`config.mk`:
```
export PLATFORM = sky130hd
export DESIGN_NAME = scaler_top
export DESIGN_NICKNAME = d
export VERILOG_FILES = /design/src/rtl/scaler_pkg.sv /design/src/rtl/scaler_reg_core.sv /design/src/rtl/scaler_counter_bank.sv /design/src/rtl/scaler_top.sv
export SDC_FILE = /design/constraint.sdc
export NUM_CORES = 1
export LEC_CHECK = 0
export ABC_AREA = 1
export ABC_CLOCK_PERIOD_IN_PS = 3900
export BUFFER_PORTS_ARGS = -buffer_cell sky130_fd_sc_hd__buf_4
export CORE_MARGIN = 4
export CORE_UTILIZATION = 50
export DETAILED_ROUTE_END_ITERATION = 10
export PLACE_DENSITY = 0.64
export SLEW_MARGIN = 0
export SYNTH_ARGS = -nofsm -noshare
export SYNTH_HDL_FRONTEND = slang
export SYNTH_HIERARCHICAL = 1
export SYNTH_SLANG_ARGS = --single-unit
```
`constraint.sdc`:
```
create_clock -name sysclk_i -period 3.9 [get_ports sysclk_i]
set_input_delay 0.78 -clock sysclk_i [delete_from_list [all_inputs] [get_ports sysclk_i]]
set_output_delay 0.78 -clock sysclk_i [all_outputs]
set_load 0.005 [all_outputs]
```
`src/rtl/scaler_pkg.sv`:
```
package scaler_pkg;

    // One bus request as driven by the master
    typedef struct packed {
        logic        cyc;
        logic        stb;
        logic        we;
        logic [6:0]  adr;
        logic [31:0] dat;
    } wb_req_t;

    // What a bus access points at
    typedef enum logic [1:0] {
        ACC_CONTROL = 2'd0,
        ACC_ENABLE  = 2'd1,
        ACC_SCALER  = 2'd2
    } access_kind_e;

    typedef enum logic [1:0] {
        ST_IDLE  = 2'd0,
        ST_CYCLE = 2'd1,
        ST_ACK   = 2'd2
    } bus_state_e;

    // Gate sources, GP0..GP5 map onto gp_gate_i bits 0..5
    typedef enum logic [2:0] {
        GATE_OFF = 3'd0,
        GATE_GP0 = 3'd1,
        GATE_GP1 = 3'd2,
        GATE_GP2 = 3'd3,
        GATE_GP3 = 3'd4,
        GATE_GP4 = 3'd5,
        GATE_GP5 = 3'd6,
        GATE_PPS = 3'd7
    } gate_src_e;

    // Gate and per-channel enables going to the counters
    typedef struct packed {
        logic        gate;
        logic [31:0] chan_en;
    } scaler_gate_t;

    localparam logic [6:0] GATE_CTRL_ADDR = 7'h00;
    localparam logic [6:0] GATE_EN_ADDR   = 7'h04;

    // Scaler reads live above this bit, channel index sits in adr[5:2]
    localparam int SCALER_ADR_BIT = 6;

endpackage

```
`src/rtl/scaler_reg_core.sv`:
```
module scaler_reg_core #(
    parameter int NUM_CH = 8,
    parameter int CNT_W  = 16
) (
    input  logic                     sysclk_i,
    input  logic                     wb_rst_i,
    input  scaler_pkg::wb_req_t      wb_req_i,
    input  logic                     pps_i,
    input  logic [5:0]               gp_gate_i,
    input  logic [CNT_W-1:0]         rd_count_i,
    output logic                     wb_ack_o,
    output logic [31:0]              wb_dat_o,
    output scaler_pkg::scaler_gate_t gate_o,
    output logic [3:0]               rd_ch_o
);

    // Only the low NUM_CH enable bits reach the counters
    localparam logic [31:0] CH_MASK = 32'((33'd1 << NUM_CH) - 33'd1);

    scaler_pkg::bus_state_e   state_q;
    scaler_pkg::access_kind_e acc_kind_d;
    scaler_pkg::access_kind_e acc_kind_q;
    logic                     acc_we_q;
    logic [31:0]              dat_q;
    logic [3:0]               rd_ch_q;
    logic                     req;

    scaler_pkg::gate_src_e    gate_sel_q;
    logic [15:0]              gatelen_q;
    logic [31:0]              enable_q;

    logic [5:0]               gp_q;
    logic                     pps_gate_q;
    logic [15:0]              pps_cnt_q;
    logic                     gate_q;
    logic [7:0]               gate_in;

    assign req = wb_req_i.cyc & wb_req_i.stb;

    always_comb begin
        if (wb_req_i.adr[scaler_pkg::SCALER_ADR_BIT]) begin
            acc_kind_d = scaler_pkg::ACC_SCALER;
        end else if (wb_req_i.adr == scaler_pkg::GATE_EN_ADDR) begin
            acc_kind_d = scaler_pkg::ACC_ENABLE;
        end else begin
            acc_kind_d = scaler_pkg::ACC_CONTROL; // Anything else lands on the control word
        end
    end

    always_ff @(posedge sysclk_i) begin
        if (wb_rst_i) begin
            state_q    <= scaler_pkg::ST_IDLE;
            acc_kind_q <= scaler_pkg::ACC_CONTROL;
            acc_we_q   <= 1'b0;
            dat_q      <= '0;
            rd_ch_q    <= '0;
            gate_sel_q <= scaler_pkg::GATE_OFF;
            gatelen_q  <= '0;
            enable_q   <= '0;
        end else begin
            case (state_q)
                scaler_pkg::ST_IDLE: begin
                    if (req) begin
                        state_q    <= scaler_pkg::ST_CYCLE;
                        acc_kind_q <= acc_kind_d;
                        acc_we_q   <= wb_req_i.we;
                        dat_q      <= wb_req_i.dat; // Write data waits here for one cycle
                        rd_ch_q    <= wb_req_i.adr[5:2];
                    end
                end
                scaler_pkg::ST_CYCLE: begin
                    state_q <= scaler_pkg::ST_ACK;
                    if (acc_we_q) begin
                        case (acc_kind_q)
                            scaler_pkg::ACC_CONTROL: begin
                                gate_sel_q <= scaler_pkg::gate_src_e'(dat_q[2:0]);
                                gatelen_q  <= dat_q[31:16];
                            end
                            scaler_pkg::ACC_ENABLE: enable_q <= dat_q;
                            default: ; // Scaler counts are read only
                        endcase
                    end else begin
                        case (acc_kind_q)
                            scaler_pkg::ACC_CONTROL: dat_q <= {gatelen_q, 13'd0, gate_sel_q};
                            scaler_pkg::ACC_ENABLE:  dat_q <= enable_q;
                            default:                 dat_q <= 32'(rd_count_i);
                        endcase
                    end
                end
                scaler_pkg::ST_ACK: state_q <= scaler_pkg::ST_IDLE;
                default:            state_q <= scaler_pkg::ST_IDLE;
            endcase
        end
    end

    // Index 0 is the off source, so gp bit n sits at index n+1
    assign gate_in = {pps_gate_q, gp_q, 1'b0};

    always_ff @(posedge sysclk_i) begin
        if (wb_rst_i) begin
            gp_q       <= '0;
            gate_q     <= 1'b0;
            pps_gate_q <= 1'b0;
            pps_cnt_q  <= '0;
        end else begin
            gp_q   <= gp_gate_i;
            gate_q <= gate_in[gate_sel_q];

            // A PPS sample opens the gate for gatelen+1 cycles
            if (gate_sel_q == scaler_pkg::GATE_PPS && pps_i) begin
                pps_gate_q <= 1'b1;
            end else if (pps_cnt_q == gatelen_q) begin
                pps_gate_q <= 1'b0;
            end

            if (!pps_gate_q) begin
                pps_cnt_q <= '0;
            end else begin
                pps_cnt_q <= pps_cnt_q + 16'd1;
            end
        end
    end

    assign wb_ack_o       = (state_q == scaler_pkg::ST_ACK);
    assign wb_dat_o       = dat_q;
    assign rd_ch_o        = rd_ch_q;
    assign gate_o.gate    = gate_q;
    assign gate_o.chan_en = enable_q & CH_MASK;

endmodule

```
`src/rtl/scaler_counter_bank.sv`:
```
module scaler_counter_bank #(
    parameter int NUM_CH        = 8,
    parameter int CNT_W         = 16,
    parameter int PERIOD_CYCLES = 1000
) (
    input  logic                     sysclk_i,
    input  logic                     wb_rst_i,
    input  logic [NUM_CH-1:0]        trig_i,
    input  scaler_pkg::scaler_gate_t gate_i,
    input  logic [3:0]               rd_ch_i,
    output logic [CNT_W-1:0]         rd_count_o,
    output logic                     update_o
);

    localparam int               TMR_W    = $clog2(PERIOD_CYCLES);
    localparam logic [TMR_W-1:0] TMR_LAST = TMR_W'(PERIOD_CYCLES - 1);

    logic [NUM_CH-1:0] trig_q;
    logic [NUM_CH-1:0] hit;
    logic [CNT_W-1:0]  cnt_q [NUM_CH];
    logic [CNT_W-1:0]  cnt_d [NUM_CH];
    logic [CNT_W-1:0]  latch_q [NUM_CH];
    logic [TMR_W-1:0]  tmr_q;
    logic              period_end;
    logic              update_q;

    assign period_end = (tmr_q == TMR_LAST);

    // Next count per channel, held at all ones once full
    always_comb begin
        for (int c = 0; c < NUM_CH; c++) begin
            hit[c] = trig_q[c] & gate_i.gate & gate_i.chan_en[c];
            if (hit[c] && cnt_q[c] != '1) begin
                cnt_d[c] = cnt_q[c] + 1'b1;
            end else begin
                cnt_d[c] = cnt_q[c];
            end
        end
    end

    always_ff @(posedge sysclk_i) begin
        if (wb_rst_i) begin
            trig_q   <= '0;
            tmr_q    <= '0;
            update_q <= 1'b0;
            for (int c = 0; c < NUM_CH; c++) begin
                cnt_q[c]   <= '0;
                latch_q[c] <= '0;
            end
        end else begin
            trig_q   <= trig_i;
            update_q <= period_end;

            if (period_end) begin
                tmr_q <= '0;
            end else begin
                tmr_q <= tmr_q + 1'b1;
            end

            for (int c = 0; c < NUM_CH; c++) begin
                if (period_end) begin
                    latch_q[c] <= cnt_d[c]; // A hit on the last cycle still counts
                    cnt_q[c]   <= '0;
                end else begin
                    cnt_q[c] <= cnt_d[c];
                end
            end
        end
    end

    // Channels past NUM_CH read as zero
    always_comb begin
        rd_count_o = '0;
        for (int c = 0; c < NUM_CH; c++) begin
            if (rd_ch_i == 4'(c)) begin
                rd_count_o = latch_q[c];
            end
        end
    end

    assign update_o = update_q;

endmodule

```
`src/rtl/scaler_top.sv`:
```
module scaler_top #(
    parameter int NUM_CH        = 8,
    parameter int CNT_W         = 16,
    parameter int PERIOD_CYCLES = 1000
) (
    input  logic                sysclk_i,
    input  logic                wb_rst_i,
    input  scaler_pkg::wb_req_t wb_req_i,
    input  logic                pps_i,
    input  logic [5:0]          gp_gate_i,
    input  logic [NUM_CH-1:0]   trig_i,
    output logic                wb_ack_o,
    output logic [31:0]         wb_dat_o,
    output logic                gate_o,
    output logic                update_o
);

    scaler_pkg::scaler_gate_t gate_bus;
    logic [3:0]               rd_ch;
    logic [CNT_W-1:0]         rd_count;

    scaler_reg_core #(
        .NUM_CH (NUM_CH),
        .CNT_W  (CNT_W)
    ) u_reg_core (
        .sysclk_i   (sysclk_i),
        .wb_rst_i   (wb_rst_i),
        .wb_req_i   (wb_req_i),
        .pps_i      (pps_i),
        .gp_gate_i  (gp_gate_i),
        .rd_count_i (rd_count),
        .wb_ack_o   (wb_ack_o),
        .wb_dat_o   (wb_dat_o),
        .gate_o     (gate_bus),
        .rd_ch_o    (rd_ch)
    );

    scaler_counter_bank #(
        .NUM_CH        (NUM_CH),
        .CNT_W         (CNT_W),
        .PERIOD_CYCLES (PERIOD_CYCLES)
    ) u_counter_bank (
        .sysclk_i   (sysclk_i),
        .wb_rst_i   (wb_rst_i),
        .trig_i     (trig_i),
        .gate_i     (gate_bus),
        .rd_ch_i    (rd_ch),
        .rd_count_o (rd_count),
        .update_o   (update_o)
    );

    assign gate_o = gate_bus.gate; // Enables stay internal

endmodule

```
## Yosys cells after proc, flatten, opt, wreduce, memory -nomap -nowiden

Memory sizes are Yosys's and may differ from the RTL's.
Index checks and enable logic that the tools add are counted.

- RAM bits: 256
- Output and inout bits: 35
- Word-level logic and storage cells: 174
- Memories kept: 2
- Register bits: 135

Memory list:

| name | words | bits a word | read ports | clocked after memory_dff | write ports | RTL line | text |
|---|---|---|---|---|---|---|---|
| u_counter_bank.cnt_q | 8 | 16 | 8 | 0 | 8 | scaler_counter_bank.sv:20 | `logic [CNT_W-1:0] cnt_q [NUM_CH];` |
| u_counter_bank.latch_q | 8 | 16 | 8 | 0 | 8 | scaler_counter_bank.sv:22 | `logic [CNT_W-1:0] latch_q [NUM_CH];` |

- Bitwise logic cells: 42
- Magnitude comparators: 1
- Add/subtract/negate cells: 10
- Eq/ne operators: 24
- Reductions and logical operators: 20
- Mux-type cells: 60

Operator list:

| cell | number |
|---|---|
| $mux 16 | 40 |
| $add 16x1->16 const B | 9 |
| $ne 16x16->1 const B | 8 |
| $pmux 32 s2 | 2 |
| $mux 32 | 2 |
| $or 1x1->1 | 24 |
| $and 1x1->1 | 17 |
| $eq 16x16->1 | 1 |
| $eq 4x3->1 const B | 4 |
| $mux 1 | 12 |
| $add 10x1->10 const B | 1 |
| $eq 10x10->1 const B | 1 |
| $logic_and 1x1->1 | 9 |
| $reduce_and 3->1 | 3 |
| $eq 4x2->1 const B | 2 |
| $eq 7x3->1 const B | 1 |
| $eq 2x1->1 const B | 2 |
| $eq 4x1->1 const B | 1 |
| $logic_not 2->1 | 2 |
| $logic_not 4->1 | 1 |
| $lt 3x4->1 const B | 1 |
| $mux 2 | 2 |
| $pmux 2 s2 | 1 |
| $reduce_bool 2->1 | 2 |
| 8 further kinds | 9 |

## Depth between registers and ports, before layout

Gate-level depths: netlist of the first run.

- Word-level depth: 12
- Depth in mapped cells: 11
- Mapped depth without buffers: 10

## Modules after synthesis

Netlist of the first run, hierarchy kept.

Modules (own cells, without submodules):

| module | sequential area each (um2) | area each (um2) | times used | cells an instance |
|---|---|---|---|---|
| scaler_counter_bank | 8067.7 | 15115.7 | 1 | 1790 |
| scaler_reg_core | 2322.2 | 5406.4 | 1 | 768 |

## Least setup slack after synthesis of the first run

Ideal clock, no wire load.

- Path type: in2reg
- Start: input port wb_rst_i
- End: memory u_counter_bank.latch_q[0][0], enable pin
- Cell stages on the path: 5
- Buffers on the path: 3
- Setup time: 433 ps
- Slack: 485 ps
- Data arrival time: 2982 ps
- Path through: clkbuf_1 -> inv_1 -> nand2_1 -> buf_4 -> buf_2

RTL lines:

| element | RTL line | text |
|---|---|---|
| from (decl) | scaler_top.sv:7 | `input logic wb_rst_i,` |
| to (decl) | scaler_counter_bank.sv:22 |  |

## Final worst setup path of the first run

- Start: register u_reg_core.state_q[0]
- End: register u_reg_core.enable_q[15]

- Cells in the longest elaborated chain, start to end: 2

Ends and longest elaborated chain:

| element | RTL line | text |
|---|---|---|
| from (decl) | scaler_reg_core.sv:20 | `scaler_pkg::bus_state_e state_q;` |
| from (signal assigned) | scaler_reg_core.sv:52 | `state_q <= scaler_pkg::ST_IDLE;` |
| from (signal assigned) | scaler_reg_core.sv:64 | `state_q <= scaler_pkg::ST_CYCLE;` |
| from (signal assigned) | scaler_reg_core.sv:72 | `state_q <= scaler_pkg::ST_ACK;` |
| $eq 2x1->1 | scaler_reg_core.sv:61 | `case (state_q)` |
| $reduce_and 3->1 (no line) | -- |  |
| to (signal assigned) | scaler_reg_core.sv:79 | `scaler_pkg::ACC_ENABLE: enable_q <= dat_q;` |
| to (decl) | scaler_reg_core.sv:30 | `logic [31:0] enable_q;` |

No other way between the ends.
A chain may end at the register's enable or synchronous reset.

==> impl_metrics.env, run 1 <==
export IMPL_htreeDepth=2
export IMPL_hold_violations=0
export IMPL_final_antenna_net_count=0
export IMPL_core_area_sq_mm=0.0400
export IMPL_diodes=0
export IMPL_antenna_found_initial=0
export IMPL_clk_pin_slew_worst_paths_ns=0.06
export IMPL_track_usage_pct=25.4
export IMPL_synth_warnings=6
export IMPL_cp_required_ns=4.38
export IMPL_drv_slew=0
export IMPL_fmax_ghz=0.348
export IMPL_placed_cells=3187
export IMPL_rows=73
export IMPL_crit_family="buffers and inverters"
export IMPL_setup_ws_ns=1.03
export IMPL_cp_max_fo=50
export IMPL_relSlewSlack_pct=13.7
export IMPL_ios=94
export IMPL_clock_power_share_pct=44.2
export IMPL_via_per_inst=5.41
export IMPL_finalSetupTns_ns=0
export IMPL_clock_skew_ns=0.0141
export IMPL_clock_tree_root_cell="clkbuf_16"
export IMPL_critPathKind="reg2reg"
export IMPL_wl_mm=56.2
export IMPL_layout_drive_gt1_share_pct=8.68
export IMPL_min_path_type="in2reg"
export IMPL_status="complete, no violations"
export IMPL_fin_crit_ns=2.87
export IMPL_crit_path_end_kind="flip-flop"
export IMPL_multi_input_area_sq_mm=0.00910
export IMPL_start_util_pct=50.8
export IMPL_cts_setup_buffers=0
export IMPL_dp_slack_ns=1.08
export IMPL_path_buf_inv=2
export IMPL_grt_max_degree=92
export IMPL_gp_congestion=0.945
export IMPL_clk_latency_ns=0.56
export IMPL_avgSynthCellArea_sq_um=8.03
export IMPL_clk_path_buf_depth=3
export IMPL_post_route_period_util_pct=73.7
export IMPL_cts_inserted_buffers=45
export IMPL_powerDensity_mw_per_mm2=429
export IMPL_vias=17700
export IMPL_cts_num_sinks=391
export IMPL_synthCells=2533
export IMPL_power_switching_mw=2.36
export IMPL_port_buffers=93
export IMPL_rsz0062_at_grt="no"
export IMPL_setup_viol=0
export IMPL_switching_share_pct=23.7
export IMPL_grt_first_pass_wirelength_mm=90.0
export IMPL_gr_total_overflow=0
export IMPL_dr_first_iter_drc_count=1721
export IMPL_cts_resized=0
export IMPL_regArea_sq_mm=0.0104
export IMPL_first_pass_iters=5
export IMPL_worst_pin_slew_ns=1.29
export IMPL_fill_cells=3659
export IMPL_stdcell_count=3268
export IMPL_area_delta_synth_final_pct=14.5
export IMPL_grt_pass1_vias=16400
export IMPL_die_area_sq_mm=0.0440
export IMPL_peakVddDrop_mv=0.304
export IMPL_syn_area_sq_mm=0.0203
export IMPL_drc=0
export IMPL_cts_tree="built"
export IMPL_arrival_ns=3.36
export IMPL_die_h_um=210
export IMPL_cp_cell_sequence="nand2_4, inv_2, nand3_4, inv_2, nor2_1, nor2_1"
export IMPL_p_int_mw=7.62
export IMPL_drt_wirelength_per_cell_um=17.2
export IMPL_slowest_stage="inv_2"
export IMPL_cap_violations=0
export IMPL_dp_final_hpwl_mm=39.9
export IMPL_leakagePower_nw=9.03
export IMPL_p_comb_share_pct=7.4
export IMPL_cp_start_kind="flip-flop"
export IMPL_seqPwrFrac_pct=48.4
export IMPL_die_w_um=210
export IMPL_final_nets=2778
export IMPL_critPathMaxStageDelay_ns=0.71
export IMPL_cts_hold_buffers=0
-- flip-flops by register name (all words and copies together) (netlist names) --
name	flops
u_counter_bank/cnt_q	128
u_counter_bank/latch_q	128
u_reg_core/enable_q	32
u_reg_core/wb_dat_o	32
u_reg_core/gatelen_q	16
u_reg_core/pps_cnt_q	16
u_counter_bank/tmr_q	10
u_counter_bank/trig_q	8
u_reg_core/gp_q	6
u_reg_core/rd_ch_o	4
u_reg_core/gate_sel_q	3
u_reg_core/acc_kind_q	2
u_reg_core/state_q	2
u_counter_bank/update_o	1
u_reg_core/acc_we_q	1
u_reg_core/gate_q	1
u_reg_core/pps_gate_q	1
-- through the flow --
step                      power [mW]  utilization [%]  instance area [sq um]  hold WS [ns]
after detailed placement        5.64             54.3                  21700         0.438
after global routing            10.4             58.2                  23300         0.430
after floorplan                 5.30                -                  20800         0.418
after CTS                       10.1             58.2                  23300         0.386
after global placement          5.63             54.3                  21700         0.426
final                           9.98             58.2                  23300         0.416
-- layer usage --
layer / vias up / wire (um) / global-route usage, %
met4: 0 / 2160 / 8.84
met1: 8312 / 24700 / 35.4
met2: 533 / 25700 / 40.8
met5: - / 0 / 0
met3: 121 / 3650 / 3.68
li1: 8722 / - / -
-- final timing paths --
check	start	end	slack, ns	cells after the start
setup reg to reg	u_reg_core/state_q[0]	u_reg_core/enable_q[15]	1.03	6
hold reg to reg	u_counter_bank/tmr_q[0]	u_counter_bank/tmr_q[0]	0.44	1
hold / removal	trig_i[4]	u_counter_bank/trig_q[4]	0.42	3
setup / recovery	u_reg_core/state_q[0]	u_reg_core/enable_q[15]	1.03	6
-- tightest hold or removal path, cell delays in order --
cell,delay [ns]
buf_4,0.08
inv_1,0.03
nor2_1,0.06
-- layout make-up --
| cell class | instances | share of cell area [%] |
|---|---|---|
| Sequential cell | 391 | 44.6 |
| Multi-Input combinational cell | 1974 | 39.1 |
| Clock buffer | 68 | 5.82 |
| Timing Repair Buffer | 110 | 3.81 |
| Inverter | 187 | 3.01 |
| Tap cell | 525 | 2.82 |
| Clock inverter | 13 | 0.844 |
-- power by group through the flow --
stage	Sequential [mW]	Clock (mW)	Combinational, mW
final	4.83	4.41	0.739
after global routing	4.85	4.67	0.832
after CTS	4.83	4.52	0.733
after detailed placement	4.91	0	0.728
after global placement	4.91	0	0.719
after floorplan	4.83	0	0.479
-- cells in the final DEF, fill, tap and decap left out, types with 9 or more instances in the layout --
cell,instances
nand3_1,146
a21oi_1,302
clkbuf_16,48
clkbuf_1,12
nor3_1,10
buf_4,105
and3_1,9
nand2_1,683
dfxtp_1,135
xor2_1,38
ha_1,10
nor2_1,330
conb_1,128
o21ai_0,153
nand2_2,17
xnor2_1,26
nand4_1,77
edfxtp_1,256
inv_1,177
inv_2,10
(Power assumes the default switching activity.)
==> inputs of run 2 (changes only) <==
- ABC_CLOCK_PERIOD_IN_PS: 3900 -> 2700
- clock period: 3.9 -> 2.7 ns (I/O delays scaled with it)
==> impl_metrics.env, run 2 (synthesized netlist as in run 1, its figures left out) <==
export IMPL_vias=17600
export IMPL_gp_congestion=0.946
export IMPL_multi_input_area_sq_mm=0.00910
export IMPL_clk_pin_slew_worst_paths_ns=0.06
export IMPL_clock_tree_root_cell="clkbuf_16"
export IMPL_peakVddDrop_mv=0.483
export IMPL_htreeDepth=2
export IMPL_ios=94
export IMPL_cts_tree="built"
export IMPL_setup_viol=0
export IMPL_crit_path_end_kind="flip-flop"
export IMPL_critPathMaxStageDelay_ns=0.46
export IMPL_start_util_pct=50.8
export IMPL_slowest_stage="edfxtp_1"
export IMPL_layout_drive_gt1_share_pct=9.27
export IMPL_clock_skew_ns=0.0298
export IMPL_drt_wirelength_per_cell_um=16.8
export IMPL_area_delta_synth_final_pct=14.7
export IMPL_core_area_sq_mm=0.0400
export IMPL_cts_setup_buffers=0
export IMPL_cap_violations=0
export IMPL_post_route_period_util_pct=84.8
export IMPL_die_w_um=210
export IMPL_use_met2_pct=39.5
export IMPL_fill_cells=3729
export IMPL_min_path_type="in2reg"
export IMPL_hold_violations=0
export IMPL_grt_max_degree=101
export IMPL_drv_slew=0
export IMPL_critical_path_most_common_cell="nand2_1"
export IMPL_cp_max_fo=8
export IMPL_worst_pin_slew_ns=0.742
export IMPL_die_h_um=210
export IMPL_layout_commonest_cell="nand2_1"
export IMPL_antenna_found_initial=1
export IMPL_worstHoldPathCells=3
export IMPL_cp_start_kind="flip-flop"
export IMPL_relSlewSlack_pct=50.4
export IMPL_rsz0062_at_grt="no"
export IMPL_clk_path_buf_depth=3
export IMPL_powerDensity_mw_per_mm2=591
export IMPL_path_buf_inv=2
export IMPL_grt_pass1_vias=16500
export IMPL_fin_area_sq_mm=0.0233
export IMPL_drc=0
export IMPL_final_antenna_net_count=0
export IMPL_status="complete, no violations"
export IMPL_critPathKind="reg2reg"
export IMPL_track_usage_pct=24.7
export IMPL_grt_first_pass_wirelength_mm=88.1
export IMPL_fmax_ghz=0.437
export IMPL_gr_max_usage_layer="met2"
export IMPL_dr_first_iter_drc_count=1479
export IMPL_crit_cells=8
export IMPL_placed_cell_area_sq_mm=0.0219
export IMPL_reg2reg_depth=8
export IMPL_gr_total_overflow=0
export IMPL_via_per_inst=5.36
export IMPL_global_route_usage_met3_pct=4.02
export IMPL_regArea_sq_mm=0.0104
export IMPL_cp_cell_sequence="ha_1, inv_1, nor2_2, nand2_1, o21ai_2, buf_4, nand2_1, a21oi_1"
export IMPL_first_pass_iters=5
export IMPL_dp_final_hpwl_mm=39.9
export IMPL_final_nets=2799
export IMPL_groute_layer_met1_usage_pct=34.1
export IMPL_arrival_ns=2.69
export IMPL_die_area_sq_mm=0.0440
export IMPL_final_cell_mix="nand2_1 (683), nor2_1 (329), a21oi_1 (302), edfxtp_1 (256), inv_1 (177)"
export IMPL_leakagePower_nw=9.07
export IMPL_rows=73
export IMPL_port_buffers=93
export IMPL_crit_family="compound AO/OA/AOI/OAI gates"
export IMPL_cts_num_sinks=391
export IMPL_clk_latency_ns=0.58
export IMPL_top_regs="u_counter_bank/cnt_q x128, u_counter_bank/latch_q x128"
export IMPL_cts_hold_buffers=0
export IMPL_fin_crit_ns=2.29
export IMPL_cp_required_ns=3.10
export IMPL_finalSetupTns_ns=0
export IMPL_cts_inserted_buffers=43
export IMPL_wl_mm=55.1
run 2: changes by cell type in the layout (fill, tap and decap cells not counted), sizes merged:
cell and delta:
buf +23, diode +1, clkinv +4, clkbuf -6, bufinv -3, clkinvlp +1
run 2: area by class of cell:
cell class | count | area share, %
Antenna cell | 1 | 0.0107
Clock buffer | 62 | 5.27
Timing Repair Buffer | 133 | 4.71
Multi-Input combinational cell | 1974 | 39.0
Sequential cell | 391 | 44.5
Tap cell | 525 | 2.82
Clock inverter | 15 | 0.628
Inverter | 187 | 3.01
run 2: per-stage QoR:
step	cells	worst slack [ns]	util, %	hold slack [ns]	power (mW)
final	3288	0.410	58.3	0.182	13.8
after global routing	3288	0.183	58.3	0.158	14.3
after CTS	3287	0.133	58.3	0.152	13.9
after detailed placement	3210	0.153	54.9	0.442	8.15
after global placement	3210	0.242	54.9	0.430	8.12
after floorplan	2660	0.212	-	0.418	7.66
run 2: tightest hold or removal path: cells and delay by family:
family | cells | cell delay [ns]
buffers and inverters | 1 | 0.08
AND/OR/NAND/NOR | 2 | 0.10
run 2: worst paths after layout:
path	slack (ns)	endpoint	start
hold reg to reg	0.45	u_counter_bank/tmr_q[0]	u_counter_bank/tmr_q[0]
setup reg to reg	0.41	u_counter_bank/latch_q[1][26]	u_counter_bank/cnt_q[0][48]
setup / recovery	0.41	u_counter_bank/latch_q[1][26]	u_counter_bank/cnt_q[0][48]
hold / removal	0.18	u_reg_core/acc_we_q	wb_req_i[39]
run 2: repair_timing:
item                                    in CTS  in global routing
endpoints found under the setup margin       0                 16
resized for setup                            0                  1
endpoints found under the hold margin        0                  0
run 2: where the power goes:
group	switching, mW	total, mW	internal, mW
Clock	2.40	5.75	3.36
Sequential	0.271	6.95	6.68
Combinational	0.692	1.09	0.397
run 2: layer usage:
metal	up-vias	wire length [um]
met5	-	0
met4	0	1910
met3	103	3300
met2	498	25500
met1	8266	24400
li1	8762	-
==> inputs of run 3 (changes only) <==
- ABC_CLOCK_PERIOD_IN_PS: 2700 -> 2050
- PLACE_DENSITY: 0.64 -> 0.67
- clock period: 2.7 -> 2.05 ns (I/O delays scaled with it)
==> impl_metrics.env, run 3 (synthesized netlist as in run 1, its figures left out) <==
export IMPL_status="complete, no violations"
export IMPL_crit_path_end_kind="flip-flop"
export IMPL_track_usage_pct=25.1
export IMPL_slowest_stage="dfxtp_1"
export IMPL_switching_share_pct=24.2
export IMPL_cap_violations=0
export IMPL_post_route_period_util_pct=96.7
export IMPL_critPathMaxStageDelay_ns=0.32
export IMPL_clock_skew_ns=0.0232
export IMPL_p_comb_share_pct=8.3
export IMPL_hold_violations=0
export IMPL_crit_family="simple AND/OR/NAND/NOR gates"
export IMPL_cp_max_fo=7
export IMPL_stdcell_count=3363
export IMPL_dp_slack_ns=-0.224
export IMPL_final_antenna_net_count=0
export IMPL_ios=94
export IMPL_p_int_mw=14.2
export IMPL_fmax_ghz=0.504
export IMPL_worst_pin_slew_ns=0.678
export IMPL_final_cell_mix="nand2_1 (682), nor2_1 (323), a21oi_1 (297), edfxtp_1 (256), buf_4 (182)"
export IMPL_layout_drive_gt1_share_pct=12.5
export IMPL_drv_slew=0
export IMPL_hold_ws_ns=0.0426
export IMPL_clk_pin_slew_worst_paths_ns=0.06
export IMPL_rows=73
export IMPL_cts_num_sinks=391
export IMPL_wl_mm=56.7
export IMPL_gp_congestion=0.966
export IMPL_relSlewSlack_pct=54.6
export IMPL_htreeDepth=2
export IMPL_min_path_type="in2reg"
export IMPL_start_util_pct=50.8
export IMPL_setup_viol=0
export IMPL_antenna_found_initial=1
export IMPL_final_nets=2873
export IMPL_setup_ws_ns=0.0674
export IMPL_core_area_sq_mm=0.0400
export IMPL_power_mw=18.8
export IMPL_fin_area_sq_mm=0.0242
export IMPL_cp_start_kind="flip-flop"
export IMPL_path_buf_inv=3
export IMPL_fin_crit_ns=1.98
export IMPL_peakVddDrop_mv=0.575
export IMPL_placed_cells=3272
export IMPL_layout_commonest_cell="nand2_1"
export IMPL_grt_first_pass_wirelength_mm=89.4
export IMPL_cts_tree="built"
export IMPL_die_h_um=210
export IMPL_area_delta_synth_final_pct=18.9
export IMPL_fill_cells=3567
export IMPL_drc=0
export IMPL_clock_power_share_pct=42.9
export IMPL_clock_tree_root_cell="clkbuf_16"
export IMPL_powerDensity_mw_per_mm2=776
export IMPL_dp_final_hpwl_mm=41.0
export IMPL_first_pass_iters=8
export IMPL_die_area_sq_mm=0.0440
export IMPL_finalSetupTns_ns=0
export IMPL_die_w_um=210
export IMPL_clk_path_buf_depth=3
export IMPL_gr_total_overflow=0
export IMPL_cp_required_ns=2.46
export IMPL_cts_inserted_buffers=44
export IMPL_placed_cell_area_sq_mm=0.0225
export IMPL_dr_first_iter_drc_count=1992
export IMPL_drt_wirelength_per_cell_um=16.9
export IMPL_vias=18000
export IMPL_seqPwrFrac_pct=48.8
export IMPL_power_switching_mw=4.54
export IMPL_port_buffers=93
export IMPL_grt_pass1_vias=16600
export IMPL_cts_hold_buffers=0
export IMPL_critPathKind="reg2reg"
export IMPL_top_regs="u_counter_bank/cnt_q x128, u_counter_bank/latch_q x128"
export IMPL_via_per_inst=5.36
export IMPL_final_util_pct=60.4
export IMPL_r2r_slack_ns=0.07
export IMPL_grt_max_degree=69
export IMPL_leakagePower_nw=9.53
export IMPL_arrival_ns=2.39
export IMPL_cp_cell_sequence="buf_6, nand2_4, clkinvlp_4, buf_4, nand3_1, nand4_1, nor2_1, nand4_1, a21oi_1, nand2_1, o21ai_0, a21oi_1"
export IMPL_clk_latency_ns=0.58
-- run 3: cell types whose count changed in the layout (fill, tap and decap cells not counted), sizes merged --
cell	change
inv	-2
nor2	+2
clkbuf	-5
bufinv	+3
clkinvlp	+1
buf	+69
clkinv	+7
-- run 3: timing repair --
action / CTS / global route
setup endpoints to repair: 17 / 83
setup buffers: 0 / 8
gates resized for setup: 4 / 33
cloned: 1 / 2
pin swaps: 2 / 7
-- run 3: path summary, 6_finish.rpt --
check / startpoint / end / cells past startpoint
max: u_reg_core/rd_ch_o[1] / u_reg_core/wb_dat_o[12] / 12
min: gp_gate_i[3] / u_reg_core/gp_q[3] / 3
max reg2reg: u_reg_core/rd_ch_o[1] / u_reg_core/wb_dat_o[12] / 12
min reg2reg: u_counter_bank/tmr_q[0] / u_counter_bank/tmr_q[0] / 1
-- run 3: layout make-up --
class | count | area, sq um | share of cell area, %
multi-input combinational | 1976 | 9200 | 38.1
clock buffer | 55 | 1210 | 5.03
clock inverter | 24 | 256 | 1.06
sequential | 391 | 10400 | 43.0
inverter | 187 | 706 | 2.92
antenna | 1 | 2.50 | 0.0104
timing repair buffer | 204 | 1740 | 7.21
tap | 525 | 657 | 2.72
-- run 3: worst min-delay path: cells and delay by family --
kind | cells | cell delay (ns)
and+or+nand+nor | 1 | 0.06
buffers and inverters | 2 | 0.11
-- run 3: power groups by stage --
stage,logic [mW],clock network [mW],registers (mW)
after global placement,1.46,0,9.29
final,1.55,8.05,9.15
after floorplan,0.915,0,9.17
after CTS,1.51,8.23,9.14
after global routing,1.72,8.57,9.19
after detailed placement,1.49,0,9.30
-- run 3: routing by layer --
layer  routed length (um)  up-vias  track usage [%]
li1                     -     8910                -
met1                25500     8395             36.8
met2                25500      608             39.0
met3                 4030      102             3.95
met4                 1640        0             7.34
met5                    0        -                0
